<file path="config.mk">
export PLATFORM = sky130hd
export DESIGN_NAME = stream_axi_write
export DESIGN_NICKNAME = d
export VERILOG_FILES = /design/src/hdl/stream_axi_write_pkg.sv /design/src/hdl/burst_planner.sv /design/src/hdl/burst_split.sv /design/src/hdl/axi_write_ctrl.sv /design/src/hdl/stream_axi_write.sv
export SDC_FILE = /design/constraint.sdc
export NUM_CORES = 1
export LEC_CHECK = 0
export ABC_AREA = 1
export ABC_CLOCK_PERIOD_IN_PS = 4500
export BUFFER_PORTS_ARGS = -buffer_cell sky130_fd_sc_hd__buf_2
export CORE_ASPECT_RATIO = 1.25
export CORE_MARGIN = 4
export CORE_UTILIZATION = 42
export DETAILED_ROUTE_END_ITERATION = 10
export PLACE_DENSITY_LB_ADDON = 0.2
export SLEW_MARGIN = 20
export SYNTH_ARGS = -nofsm -noshare
export SYNTH_HDL_FRONTEND = slang
export SYNTH_SLANG_ARGS = --single-unit
export TNS_END_PERCENT = 5
</file>
<file path="constraint.sdc">
create_clock -name clk -period 4.5 [get_ports clk]
set_input_delay 0.9 -clock clk [delete_from_list [all_inputs] [get_ports clk]]
set_output_delay 0.9 -clock clk [all_outputs]
set_load 0.05 [all_outputs]
</file>
<file path="src/hdl/stream_axi_write_pkg.sv">
package stream_axi_write_pkg;

   // Controller states
   typedef enum logic [1:0] {
      IDLE,
      PLAN,
      ADDR,
      DATA
   } wr_state_e;

   // AXI AWBURST / ARBURST encodings
   typedef enum logic [1:0] {
      FIXED = 2'b00,
      INCR  = 2'b01,
      WRAP  = 2'b10
   } axi_burst_e;

   // A burst must stay inside one 4 KB page
   localparam logic [31:0] BOUNDARY_BYTES = 32'd4096;

   // Full-width beat size code for a given bus width
   function automatic logic [2:0] axi_size_of(input int data_w);
      case (data_w)
         8:       return 3'b000;
         16:      return 3'b001;
         32:      return 3'b010;
         64:      return 3'b011;
         128:     return 3'b100;
         256:     return 3'b101;
         512:     return 3'b110;
         1024:    return 3'b111;
         default: return 3'b000;
      endcase
   endfunction

endpackage

</file>
<file path="src/hdl/burst_planner.sv">
`timescale 1ns/100ps

module burst_planner #(
   parameter int ADDR_W    = 32,
   parameter int DATA_W    = 32,
   parameter int LEN_W     = 12,
   parameter int MAX_BURST = 16
) (
   input  logic                       clk,
   input  logic                       rst,
   input  logic [ADDR_W-1:0]          waddr,
   input  logic [LEN_W-1:0]           wlen,
   input  logic                       plan_start,
   input  logic                       burst_accept,
   input  logic                       beat_take,
   output logic [ADDR_W-1:0]          burst_addr,
   output logic [7:0]                 burst_len,
   output logic [DATA_W/8-1:0]        first_strb,
   output logic [DATA_W/8-1:0]        last_strb,
   output logic                       final_burst,
   output logic [LEN_W:0]             words_left,
   output logic [$clog2(DATA_W/8)-1:0] offset
);
   import stream_axi_write_pkg::*;

   localparam int BYTES  = DATA_W / 8;
   localparam int OFF_W  = $clog2(BYTES);
   localparam int CNT_W  = LEN_W + 1;
   localparam int PAGE_W = $clog2(BOUNDARY_BYTES);

   logic [ADDR_W-1:0] addr_q;
   logic [CNT_W-1:0]  beats_left;
   logic [CNT_W-1:0]  words_q;
   logic [OFF_W-1:0]  off_q;
   logic [OFF_W-1:0]  end_q;

   logic [CNT_W-1:0]  req_words;
   logic [CNT_W-1:0]  req_beats;
   logic [OFF_W-1:0]  req_off;
   logic [OFF_W-1:0]  req_end;

   logic [31:0]       left_beats;
   logic [31:0]       bound_beats;
   logic [31:0]       cap_beats;
   logic [31:0]       burst_beats;

   assign req_off   = waddr[OFF_W-1:0];
   assign req_words = (CNT_W'(wlen) + CNT_W'(BYTES - 1)) >> OFF_W;
   assign req_beats = (CNT_W'(wlen) + CNT_W'(req_off) + CNT_W'(BYTES - 1)) >> OFF_W;
   assign req_end   = OFF_W'(CNT_W'(req_off) + CNT_W'(wlen) - CNT_W'(1)); // Lane of last byte

   // Beats that fit before the next page edge
   assign left_beats  = 32'(beats_left);
   assign bound_beats = (BOUNDARY_BYTES - 32'(addr_q[PAGE_W-1:0])) >> OFF_W;
   assign cap_beats   = (left_beats < 32'(MAX_BURST)) ? left_beats : 32'(MAX_BURST);
   assign burst_beats = (bound_beats < cap_beats) ? bound_beats : cap_beats;

   always_ff @(posedge clk or posedge rst) begin
      if (rst) begin
         addr_q     <= '0;
         beats_left <= '0;
         off_q      <= '0;
         end_q      <= '0;
      end else if (plan_start) begin
         addr_q     <= {waddr[ADDR_W-1:OFF_W], {OFF_W{1'b0}}};
         beats_left <= req_beats;
         off_q      <= req_off;
         end_q      <= req_end;
      end else if (burst_accept) begin
         addr_q     <= addr_q + ADDR_W'(burst_beats << OFF_W);
         beats_left <= beats_left - CNT_W'(burst_beats);
      end
   end

   // Client words still to come, saturates on flush beats
   always_ff @(posedge clk or posedge rst) begin
      if (rst) begin
         words_q <= '0;
      end else if (plan_start) begin
         words_q <= req_words;
      end else if (beat_take && words_q != '0) begin
         words_q <= words_q - CNT_W'(1);
      end
   end

   assign burst_addr  = addr_q;
   assign burst_len   = 8'(burst_beats - 32'd1);
   assign final_burst = (burst_beats == left_beats);
   assign words_left  = words_q;
   assign offset      = off_q;

   assign first_strb = {BYTES{1'b1}} << off_q;
   assign last_strb  = {BYTES{1'b1}} >> (~end_q); // ~end_q is BYTES-1-end_q

endmodule

</file>
<file path="src/hdl/burst_split.sv">
`timescale 1ns/100ps

module burst_split #(
   parameter int DATA_W = 32
) (
   input  logic                        clk,
   input  logic                        rst,
   input  logic [$clog2(DATA_W/8)-1:0] offset,
   input  logic [DATA_W-1:0]           wdata,
   input  logic                        beat_take,
   input  logic                        flush,
   output logic [DATA_W-1:0]           data_o
);

   localparam int OFF_W = $clog2(DATA_W / 8);
   localparam int SH_W  = OFF_W + 4;

   logic [SH_W-1:0]   up_sh;
   logic [SH_W-1:0]   dn_sh;
   logic [DATA_W-1:0] shifted;
   logic [DATA_W-1:0] carry;
   logic [DATA_W-1:0] rem_q;

   // Bit shifts for the low and high part of each word
   assign up_sh = SH_W'({offset, 3'b000});
   assign dn_sh = SH_W'(DATA_W) - up_sh;

   assign shifted = wdata << up_sh;
   assign carry   = wdata >> dn_sh;   // Zero when offset is zero

   // Bytes that spill past the top lane wait for the next beat
   always_ff @(posedge clk or posedge rst) begin
      if (rst) begin
         rem_q <= '0;
      end else if (beat_take) begin
         if (flush)
            rem_q <= '0;              // Transfer start or flush beat done
         else
            rem_q <= carry;
      end
   end

   assign data_o = flush ? rem_q : (shifted | rem_q);

endmodule

</file>
<file path="src/hdl/axi_write_ctrl.sv">
`timescale 1ns/100ps

module axi_write_ctrl #(
   parameter int DATA_W = 32,
   parameter int LEN_W  = 12
) (
   input  logic                clk,
   input  logic                rst,
   // Client strobes
   input  logic                wvalid,
   output logic                wready,
   output logic                wlast,
   // AXI handshakes
   input  logic                awready,
   input  logic                wready_i,
   output logic                awvalid,
   output logic                wvalid_o,
   output logic                wlast_o,
   output logic [DATA_W/8-1:0] wstrb,
   // Planner
   input  logic [7:0]          burst_len,
   input  logic [DATA_W/8-1:0] first_strb,
   input  logic [DATA_W/8-1:0] last_strb,
   input  logic                final_burst,
   input  logic [LEN_W:0]      words_left,
   output logic                plan_start,
   output logic                burst_accept,
   // Splitter
   output logic                beat_take,
   output logic                flush
);
   import stream_axi_write_pkg::*;

   localparam int CNT_W = LEN_W + 1;

   wr_state_e  state;
   logic       awvalid_q;
   logic [7:0] beat_cnt;
   logic [7:0] cur_len;
   logic       cur_final;
   logic       first_beat;

   logic       in_data;
   logic       w_hs;
   logic       final_beat;
   logic       exhausted;

   assign in_data    = (state == DATA);
   assign exhausted  = (words_left == '0);
   assign final_beat = cur_final && (beat_cnt == cur_len);
   assign w_hs       = wvalid_o && wready_i;

   always_ff @(posedge clk or posedge rst) begin
      if (rst) begin
         state      <= IDLE;
         awvalid_q  <= 1'b0;
         beat_cnt   <= '0;
         cur_len    <= '0;
         cur_final  <= 1'b0;
         first_beat <= 1'b0;
      end else begin
         case (state)
            IDLE: begin
               if (wvalid) begin
                  first_beat <= 1'b1;
                  state      <= PLAN;
               end
            end
            PLAN: begin  // Planner outputs settle here
               awvalid_q <= 1'b1;
               state     <= ADDR;
            end
            ADDR: begin
               if (awready) begin
                  awvalid_q <= 1'b0;
                  cur_len   <= burst_len;   // Planner moves on to next burst
                  cur_final <= final_burst;
                  beat_cnt  <= '0;
                  state     <= DATA;
               end
            end
            DATA: begin
               if (w_hs) begin
                  first_beat <= 1'b0;
                  beat_cnt   <= beat_cnt + 8'd1;
                  if (wlast_o) begin
                     beat_cnt <= '0;
                     state    <= cur_final ? IDLE : PLAN;
                  end
               end
            end
            default: state <= IDLE;
         endcase
      end
   end

   assign awvalid      = awvalid_q;
   assign plan_start   = (state == IDLE) && wvalid;
   assign burst_accept = (state == ADDR) && awvalid_q && awready;

   // Flush level also clears the splitter at transfer start
   assign flush = exhausted && (in_data || state == IDLE);

   // One output beat per client word, plus a trailing flush beat if needed
   assign wvalid_o = in_data && (wvalid || exhausted);
   assign wlast_o  = in_data && (beat_cnt == cur_len);
   assign wready   = in_data && !exhausted && wready_i;
   assign wlast    = in_data && (words_left == CNT_W'(1));

   assign beat_take = (in_data && w_hs) || plan_start;

   always_comb begin
      wstrb = '1;
      if (first_beat && final_beat)
         wstrb = first_strb & last_strb;   // Single-beat transfer
      else if (first_beat)
         wstrb = first_strb;
      else if (final_beat)
         wstrb = last_strb;
   end

endmodule

</file>
<file path="src/hdl/stream_axi_write.sv">
`timescale 1ns/100ps

module stream_axi_write #(
   parameter int ADDR_W    = 32,
   parameter int DATA_W    = 32,
   parameter int LEN_W     = 12,
   parameter int MAX_BURST = 16
) (
   input  logic                clk,
   input  logic                rst,
   // Client stream
   input  logic                wvalid,
   output logic                wready,
   input  logic [ADDR_W-1:0]   waddr,
   input  logic [DATA_W-1:0]   wdata,
   input  logic [LEN_W-1:0]    wlen,
   output logic                wlast,
   // AXI write address
   output logic [ADDR_W-1:0]   awaddr,
   output logic [7:0]          awlen,
   output logic [2:0]          awsize,
   output logic [1:0]          awburst,
   output logic                awvalid,
   input  logic                awready,
   // AXI write data
   output logic [DATA_W-1:0]   wdata_o,
   output logic [DATA_W/8-1:0] wstrb,
   output logic                wlast_o,
   output logic                wvalid_o,
   input  logic                wready_i,
   // AXI write response
   input  logic                bvalid,
   output logic                bready
);
   import stream_axi_write_pkg::*;

   localparam int OFF_W = $clog2(DATA_W / 8);

   logic                plan_start;
   logic                burst_accept;
   logic                beat_take;
   logic                flush;
   logic [7:0]          burst_len;
   logic [DATA_W/8-1:0] first_strb;
   logic [DATA_W/8-1:0] last_strb;
   logic                final_burst;
   logic [LEN_W:0]      words_left;
   logic [OFF_W-1:0]    offset;

   axi_write_ctrl #(
      .DATA_W (DATA_W),
      .LEN_W  (LEN_W)
   ) u_ctrl (
      .clk          (clk),
      .rst          (rst),
      .wvalid       (wvalid),
      .wready       (wready),
      .wlast        (wlast),
      .awready      (awready),
      .wready_i     (wready_i),
      .awvalid      (awvalid),
      .wvalid_o     (wvalid_o),
      .wlast_o      (wlast_o),
      .wstrb        (wstrb),
      .burst_len    (burst_len),
      .first_strb   (first_strb),
      .last_strb    (last_strb),
      .final_burst  (final_burst),
      .words_left   (words_left),
      .plan_start   (plan_start),
      .burst_accept (burst_accept),
      .beat_take    (beat_take),
      .flush        (flush)
   );

   burst_planner #(
      .ADDR_W    (ADDR_W),
      .DATA_W    (DATA_W),
      .LEN_W     (LEN_W),
      .MAX_BURST (MAX_BURST)
   ) u_planner (
      .clk          (clk),
      .rst          (rst),
      .waddr        (waddr),
      .wlen         (wlen),
      .plan_start   (plan_start),
      .burst_accept (burst_accept),
      .beat_take    (beat_take),
      .burst_addr   (awaddr),
      .burst_len    (burst_len),
      .first_strb   (first_strb),
      .last_strb    (last_strb),
      .final_burst  (final_burst),
      .words_left   (words_left),
      .offset       (offset)
   );

   burst_split #(
      .DATA_W (DATA_W)
   ) u_split (
      .clk       (clk),
      .rst       (rst),
      .offset    (offset),
      .wdata     (wdata),
      .beat_take (beat_take),
      .flush     (flush),
      .data_o    (wdata_o)
   );

   assign awlen   = burst_len;
   assign awsize  = axi_size_of(DATA_W);
   assign awburst = INCR;

   // Response is always accepted and otherwise ignored
   assign bready = 1'b1;

endmodule

</file>
-- Yosys cells after proc, flatten, opt, wreduce, memory -nomap -nowiden
Cells that the tools add are included.
- bits in registers: 115
- bits of input ports: 82
- output and inout port bits: 87
- word-level logic and storage cells: 101
- $add $sub $neg: 11
- $lt $le $gt $ge: 2
- eq/ne operators: 10
- shift-type cells: 4
- muxes and demuxes: 28
- bitwise operators: 3
- reductions and logical operators: 31
- operators by type and width (operator ; count):
    32-bit two-way mux ; 4
    13-bit two-way mux ; 5
    32-bit adder ; 1
    32-bit by 13-bit equality test with 1-bit output ; 1
    30-bit by 32-bit < comparator with 1-bit output ; 1
    32-bit bitwise OR ; 1
    32-bit by 5-bit << shifter with 32-bit output ; 1
    32-bit by 6-bit >> shifter with 32-bit output ; 1
    30-bit two-way mux ; 1
    8-bit two-way mux ; 3
    8-bit case mux with 2 select lines ; 1
    1-bit logical AND ; 14
    13-bit by 12-bit subtractor with 14-bit output (first input constant) ; 1
    12-bit by 2-bit adder with 13-bit output ; 1
    12-bit by 2-bit adder with 13-bit output (second input constant) ; 1
    13-bit by 2-bit adder with 13-bit output (second input constant) ; 1
    13-bit by 1-bit equality test with 1-bit output (second input constant) ; 1
    13-bit logical NOT ; 1
    13-bit by 5-bit < comparator with 1-bit output (second input constant) ; 1
    13-bit nonzero test ; 1
    13-bit by 1-bit subtractor with 13-bit output (second input constant) ; 1
    13-bit subtractor ; 1
    4-bit two-way mux ; 3
    2-bit nonzero test ; 5
    22 further kinds ; 37

-- Longest topological paths before layout
- depth after elaboration: 9
- mapped depth: 36
- mapped depth without buffers: 36

-- By module
From an unflattened synthesis, not the netlist that was laid out.
- cells, all modules: 1448
- area total of the unflattened synthesis: 9681.8 um^2
- modules (own cells, without submodules) (module ; times used ; cells an instance ; area each (um^2) ; seq. area each (um^2)):
    burst_planner ; 1 ; 893 ; 5944.5 ; 1501.4
    burst_split ; 1 ; 346 ; 2258.4 ; 800.8
    axi_write_ctrl ; 1 ; 201 ; 1426.4 ; 525.5
    stream_axi_write ; 1 ; 8 ; 52.6 ; 0.0

-- Least setup slack after synthesis
OpenSTA, ideal clock, no wires.
- path type: reg2reg
- start: register u_planner.addr_q[2] (netlist: u_planner.burst_addr[2])
- end: register u_planner.addr_q[28] (netlist: u_planner.burst_addr[28])
- library setup time: 0.083 ns
- data arrival time: 5.241 ns
- slack: -0.823 ns
- cell stages (with the launch flop): 31
- clock period less this slack: 5.323 ns
- cell sequence: dfrtp_1 > nor3_1 > nand3_1 > nor2_1 > nand2_1 > xor2_1 > inv_1 > ha_1 > nand2_1 > inv_1 > a221oi_2 > nand2_2 > nand2_1 > nand2_1 > inv_1 > ha_1 > inv_1 > fa_1 > inv_1 > nand2_1 > o21ai_0 > nand2_1 > nand2_1 > nand2_1 > nand2_1 > nand3_1 > nor2_1 > nand2_1 > o21ai_0 > o221ai_1 > o21ai_0
- cells in the longest elaborated chain, start to end: 6
- RTL lines (what ; line ; source):
    start: declaration ; burst_planner.sv:31 ; logic [ADDR_W-1:0] addr_q;
    start signal: assignment ; burst_planner.sv:65 ; addr_q <= {waddr[ADDR_W-1:OFF_W], {OFF_W{1'b0}}};
    start signal: assignment ; burst_planner.sv:70 ; addr_q <= addr_q + ADDR_W'(burst_beats << OFF_W);
    13-bit by 12-bit subtractor with 14-bit output ; burst_planner.sv:54 ; assign bound_beats = (BOUNDARY_BYTES - 32'(addr_q[PAGE_W-1:0])) >> OFF_W;
    30-bit by 32-bit < comparator with 1-bit output ; burst_planner.sv:56 ; assign burst_beats = (bound_beats < cap_beats) ? bound_beats : cap_beats;
    30-bit two-way mux ; burst_planner.sv:56 ;
    32-bit adder * ; burst_planner.sv:70 ;
    32-bit two-way mux * ; burst_planner.sv:69 ; end else if (burst_accept) begin
    32-bit two-way mux * ; burst_planner.sv:64 ; end else if (plan_start) begin
Every way passes the cells marked *; elsewhere a longest branch is shown, timed or not. The select of a mux whose other input is x is not followed.
A chain may end at the register's enable or synchronous reset.

-- Final worst setup path
- start: register u_planner.addr_q[4] (netlist: u_planner.burst_addr[4])
- end: output awlen[5]
- cells in the longest elaborated chain, start to end: 4
- RTL lines (what ; line ; source):
    13-bit by 12-bit subtractor with 14-bit output * ; burst_planner.sv:54 ;
    30-bit by 32-bit < comparator with 1-bit output ; burst_planner.sv:56 ;
    30-bit two-way mux * ; burst_planner.sv:56 ;
    8-bit by 1-bit subtractor with 8-bit output * ; burst_planner.sv:87 ; assign burst_len = 8'(burst_beats - 32'd1);
    end: declaration ; stream_axi_write.sv:20 ; output logic [7:0] awlen,
Every way passes the cells marked *; elsewhere a longest branch is shown, timed or not.

==> impl_results.html <==
<table>
<tr><th>Metric</th><th>Value</th></tr>
<tr><th colspan="2">CTS</th></tr>
<tr><td>CTS sink cnt</td><td>113</td></tr>
<tr><td>Clock tree from TritonCTS</td><td>yes</td></tr>
<tr><td>Number of buffers added by the clock tree synthesis step</td><td>17</td></tr>
<tr><td>CTS Hold Bufs</td><td>0</td></tr>
<tr><td>Clock latency of the later-clocked register in the worst-skew pair</td><td>430 ps</td></tr>
<tr><td>Maximum buffer depth of the clock tree</td><td>2</td></tr>
<tr><td>Cell at the root of the clock tree</td><td>clkbuf_16</td></tr>
<tr><td>Reg clk slew, reported paths</td><td>60 ps</td></tr>
<tr><td>Deepest level of the CTS H-tree</td><td>4</td></tr>
<tr><th colspan="2">Hold path</th></tr>
<tr><td>Worst hold path startpoint</td><td>u_planner.end_q[1]</td></tr>
<tr><td>WHS Path Cells</td><td>2</td></tr>
<tr><td>Tightest Hold Check Type</td><td>flip-flop to flip-flop</td></tr>
<tr><td>Destination of the worst hold path</td><td>u_planner.end_q[1]</td></tr>
<tr><th colspan="2">Drt</th></tr>
<tr><td>Total number of vias</td><td>9,804</td></tr>
<tr><td>Drt initial violations</td><td>518</td></tr>
<tr><td>Antenna Nets Post-Route</td><td>0</td></tr>
<tr><td>Number of iterations in the first detailed-routing pass</td><td>5</td></tr>
<tr><td>Number of remaining DRC errors</td><td>0</td></tr>
<tr><td>Routed wire length per instance</td><td>15.6 um</td></tr>
<tr><td>Post-Route WL</td><td>28,600 um</td></tr>
<tr><td>Detailed-route vias per instance</td><td>5.35</td></tr>
<tr><th colspan="2">Synthesis</th></tr>
<tr><td>Post-synthesis compound-gate area fraction</td><td>21.0%</td></tr>
<tr><td>Post-Syn Area</td><td>9260 um2</td></tr>
<tr><td>Synth async-reset ratio</td><td>100%</td></tr>
<tr><td>Top post-synthesis cells by count</td><td>nand2_1, inv_1, o21ai_0</td></tr>
<tr><td>Simple logic cell fraction of the synthesized area</td><td>25.5%</td></tr>
<tr><td>Largest cells by area after synthesis</td><td>dfrtp_1, nand2_1, o21ai_0, inv_1, ha_1</td></tr>
<tr><td>Post-synthesis share of cell area spent on xor and xnor gates</td><td>4.16%</td></tr>
<tr><td>Yosys warnings</td><td>0</td></tr>
<tr><td>EDFF count, synth</td><td>0</td></tr>
<tr><td>Post-synth cell types</td><td>53</td></tr>
<tr><td>Most instantiated library cell after synthesis</td><td>nand2_1</td></tr>
<tr><td>Top-area cell type share of the netlist area</td><td>30.5%</td></tr>
<tr><td>Combinational family with the most area after synthesis</td><td>simple AND/OR/NAND/NOR gates</td></tr>
<tr><td>Flip-flop and latch count after synthesis</td><td>113</td></tr>
<tr><td>Share of synthesized area spent on multiplexers</td><td>0%</td></tr>
<tr><td>Cell count after synthesis</td><td>1,347</td></tr>
<tr><td>Post-synth top flop</td><td>dfrtp_1</td></tr>
<tr><td>Cell type with the largest total area after synthesis</td><td>dfrtp_1</td></tr>
<tr><td>Post-Syn Area per Cell</td><td>6.88 um2</td></tr>
<tr><td>Post-synthesis sequential area ratio</td><td>30.5%</td></tr>
<tr><td>Arithmetic-cell share of the synthesized area counting full adders, half adders and majority gates</td><td>7.81%</td></tr>
<tr><th colspan="2">Timing</th></tr>
<tr><td>Worst slew pin tran</td><td>852 ps</td></tr>
<tr><td>Max Slew Vio Count</td><td>0</td></tr>
<tr><td>Final setup fails</td><td>0</td></tr>
<tr><td>Final clock skew</td><td>8.69 ps</td></tr>
<tr><td>Min setup slack post-route</td><td>4.27 ps</td></tr>
<tr><td>Final hold violations</td><td>0</td></tr>
<tr><td>Final TNS setup</td><td>0 ps</td></tr>
<tr><td>Normalized max-slew margin</td><td>43.1%</td></tr>
<tr><td>Max Clock Freq</td><td>0.222 GHz</td></tr>
<tr><td>Minimum period implied by the final worst setup slack</td><td>4500 ps</td></tr>
<tr><td>RSZ-0062 raised after global routing</td><td>true</td></tr>
<tr><td>Period utilization</td><td>99.9%</td></tr>
<tr><th colspan="2">Critical path</th></tr>
<tr><td>Worst endpoint data arrival time</td><td>3600 ps</td></tr>
<tr><td>Crit Path Category</td><td>flip-flop to primary output</td></tr>
<tr><td>Largest delay share family, worst path</td><td>simple AND/OR/NAND/NOR gates</td></tr>
<tr><td>Crit-path max FO</td><td>5</td></tr>
<tr><td>Cell with the largest stage delay on the worst path</td><td>dfrtp_2</td></tr>
<tr><td>CP Capture Type</td><td>primary output</td></tr>
<tr><td>R2r startpoint</td><td>u_planner.burst_addr[4]</td></tr>
<tr><td>Delay of the slowest critical-path stage</td><td>440 ps</td></tr>
<tr><td>Ordered list of cells on the worst path</td><td>nor3_4 &gt; nand3_2 &gt; nor2_2 &gt; nand2_1 &gt; xor2_1 &gt; inv_1 &gt; ha_4 &gt; nand2_2 &gt; inv_2 &gt; a221oi_4 &gt; buf_4 &gt; nand3b_1 &gt; nand2_4 &gt; buf_6 &gt; nand2_4 &gt; nor2_4 &gt; nand2_1 &gt; nand2_1 &gt; and2_4 &gt; buf_8</td></tr>
<tr><td>Critical path buffers and inverters</td><td>5</td></tr>
<tr><td>Cell repeated most along the worst path</td><td>nand2_1</td></tr>
<tr><td>Endpoint required time on the critical path</td><td>3600 ps</td></tr>
<tr><td>Type of element launching the critical path</td><td>flip-flop</td></tr>
<tr><td>R2R cell count</td><td>31</td></tr>
<tr><td>Setup slack, reg-to-reg</td><td>120 ps</td></tr>
<tr><td>Capture instance of the worst register-to-register path</td><td>u_planner.burst_addr[30]</td></tr>
<tr><th colspan="2">Floorplan</th></tr>
<tr><td>Starting utilization of the core area</td><td>42.8%</td></tr>
<tr><td>Floorplan Core Area</td><td>21,600 um2</td></tr>
<tr><td>Die Area</td><td>24,500 um2</td></tr>
<tr><td>Y dimension of the die</td><td>174 um</td></tr>
<tr><td>Num ports</td><td>169</td></tr>
<tr><td>Std-Cell Rows</td><td>60</td></tr>
<tr><td>Die outline width</td><td>141 um</td></tr>
<tr><th colspan="2">Global route</th></tr>
<tr><td>Fraction of met3 tracks used by global routing</td><td>4.16%</td></tr>
<tr><td>Antenna violations before repair</td><td>1</td></tr>
<tr><td>Busiest metal layer after global routing</td><td>met2</td></tr>
<tr><td>Pin count of the biggest net entering global routing</td><td>78</td></tr>
<tr><td>Wire length of the first global-routing pass</td><td>45,800 um</td></tr>
<tr><td>Global-route congestion overflow total</td><td>0</td></tr>
<tr><td>Via count of the first global-routing pass</td><td>9,511</td></tr>
<tr><td>Met2 track demand over resource</td><td>39.8%</td></tr>
<tr><td>Met1 routing resource usage after global routing</td><td>28.1%</td></tr>
<tr><td>Global Route Usage Sum</td><td>22.7%</td></tr>
<tr><th colspan="2">Placement</th></tr>
<tr><td>DP Cell Count</td><td>1,791</td></tr>
<tr><td>Final HPWL from detailed placement</td><td>21,000 um</td></tr>
<tr><td>Number of buffers inserted by port buffering</td><td>159</td></tr>
<tr><td>Dpl cell area</td><td>10,600 um2</td></tr>
<tr><td>Routability-driven placement congestion ratio</td><td>0.909</td></tr>
<tr><td>Worst setup timing slack at the placement stage</td><td>-8.47 ps</td></tr>
<tr><th colspan="2">Outcome</th></tr>
<tr><td>Outcome</td><td>complete, no violations</td></tr>
<tr><th colspan="2">Job</th></tr>
<tr><td>Total of max-cap violations</td><td>0</td></tr>
<tr><th colspan="2">Layout</th></tr>
<tr><td>Ratio of cells with drive above 1 in the final layout</td><td>22.4%</td></tr>
<tr><td>Final cell area excluding filler cells</td><td>11,600 um2</td></tr>
<tr><td>Area Overhead vs Synth</td><td>25.5%</td></tr>
<tr><td>Final Instance Count excl. Fillers</td><td>1,833</td></tr>
<tr><td># nets final</td><td>1,680</td></tr>
<tr><td>Antenna Cells</td><td>0</td></tr>
</table>
[layout by cell type, fill, tap and decap left out, drive strengths merged, types with 3 or more instances in the layout]
master,Yosys,layout
nand2,278,278
buf,17,216
inv,201,203
o21ai,168,168
dfrtp,113,113
nor2,105,105
nand3,75,75
a21oi,71,71
ha,53,53
nor3,37,37
xor2,32,32
nand4,18,18
conb,2,18
clkbuf,39,18
a31oi,15,15
o221ai,15,15
xnor2,12,12
o211ai,12,12
nor4,11,11
clkinv,2,9
a32oi,8,8
o22ai,8,8
a41o,8,8
or2,7,7
nor3b,6,6
o21bai,4,4
and2,3,3
fa,3,3
clkinvlp,0,3
a221oi,3,3
[per-layer routing]
layer  part of all wire [%]  up-vias
li1                       -     4883
met1                     42     4583
met2                     50      287
met3                    5.6       49
met4                    2.1        2
met5                  0.045        -
[worst register-to-register path, delay by kind of cell (launching register included)]
family / cells / cell delay, ps
compound gates: 3 / 590
xor+xnor: 1 / 170
flops: 1 / 440
buf+inv: 5 / 530
simple gates: 20 / 1950
fa+ha+maj: 2 / 580
[worst max path at each step]
| stage | from | to | depth (start not counted) |
|---|---|---|---|
| 2_1_floorplan | u_planner.burst_addr[2] | u_planner.burst_addr[24] | 30 |
| 3_3_place_gp | u_planner.burst_addr[2] | u_planner.beats_left[12] | 27 |
| 3_5_place_dp | u_planner.burst_addr[2] | u_planner.beats_left[12] | 27 |
| 5_1_grt | u_planner.burst_addr[4] | awlen[5] | 20 |
| 6_report | u_planner.burst_addr[4] | awlen[5] | 20 |
| 4_1_cts | u_planner.burst_addr[2] | awlen[6] | 19 |
[repair_timing]
action                                  CTS  global route
gates cloned                              0             0
endpoints found under the setup margin   12            32
pin swaps                                 6            23
buffers inserted                          3             8
resized for setup                        22            81
[stage by stage]
step                hold WS (ps)  utilization (%)
floorplan                    453                -
global placement             471             49.2
detailed placement           478             49.2
CTS                          493             52.2
global route                 520             53.8
finish                       490             53.8
[logic make-up after synthesis]
| kind of cell | after synthesis |
|---|---|
| and+or+nand+nor | 542 |
| AOI/OAI and AO/OA | 331 |
| buffers and inverters | 259 |
| DFF | 113 |
| adders and majority gates | 56 |
| xor gates and xnor gates | 44 |
| other | 2 |
[layout make-up]
cell class / count / area, um2
Clock buffer: 18 / 439
Clock inverter: 13 / 113
Fill cell: 2201 / 10000
Inverter: 203 / 767
Multi-Input combinational cell: 991 / 5830
Sequential cell: 113 / 2830
Tap cell: 279 / 349
Timing Repair Buffer: 216 / 1290
[state kept, by name, summed over array words and instances, names as in the netlist]
register	flops
u_ctrl.awvalid	1
u_ctrl.beat_cnt	8
u_ctrl.cur_final	1
u_ctrl.cur_len	8
u_ctrl.first_beat	1
u_ctrl.state	2
u_planner.beats_left	13
u_planner.burst_addr	30
u_planner.end_q	2
u_planner.offset	2
u_planner.words_left	13
u_split.rem_q	32
Power is not shown: default switching activity piles up to over one toggle a cycle in this logic, so the estimate is an artifact.
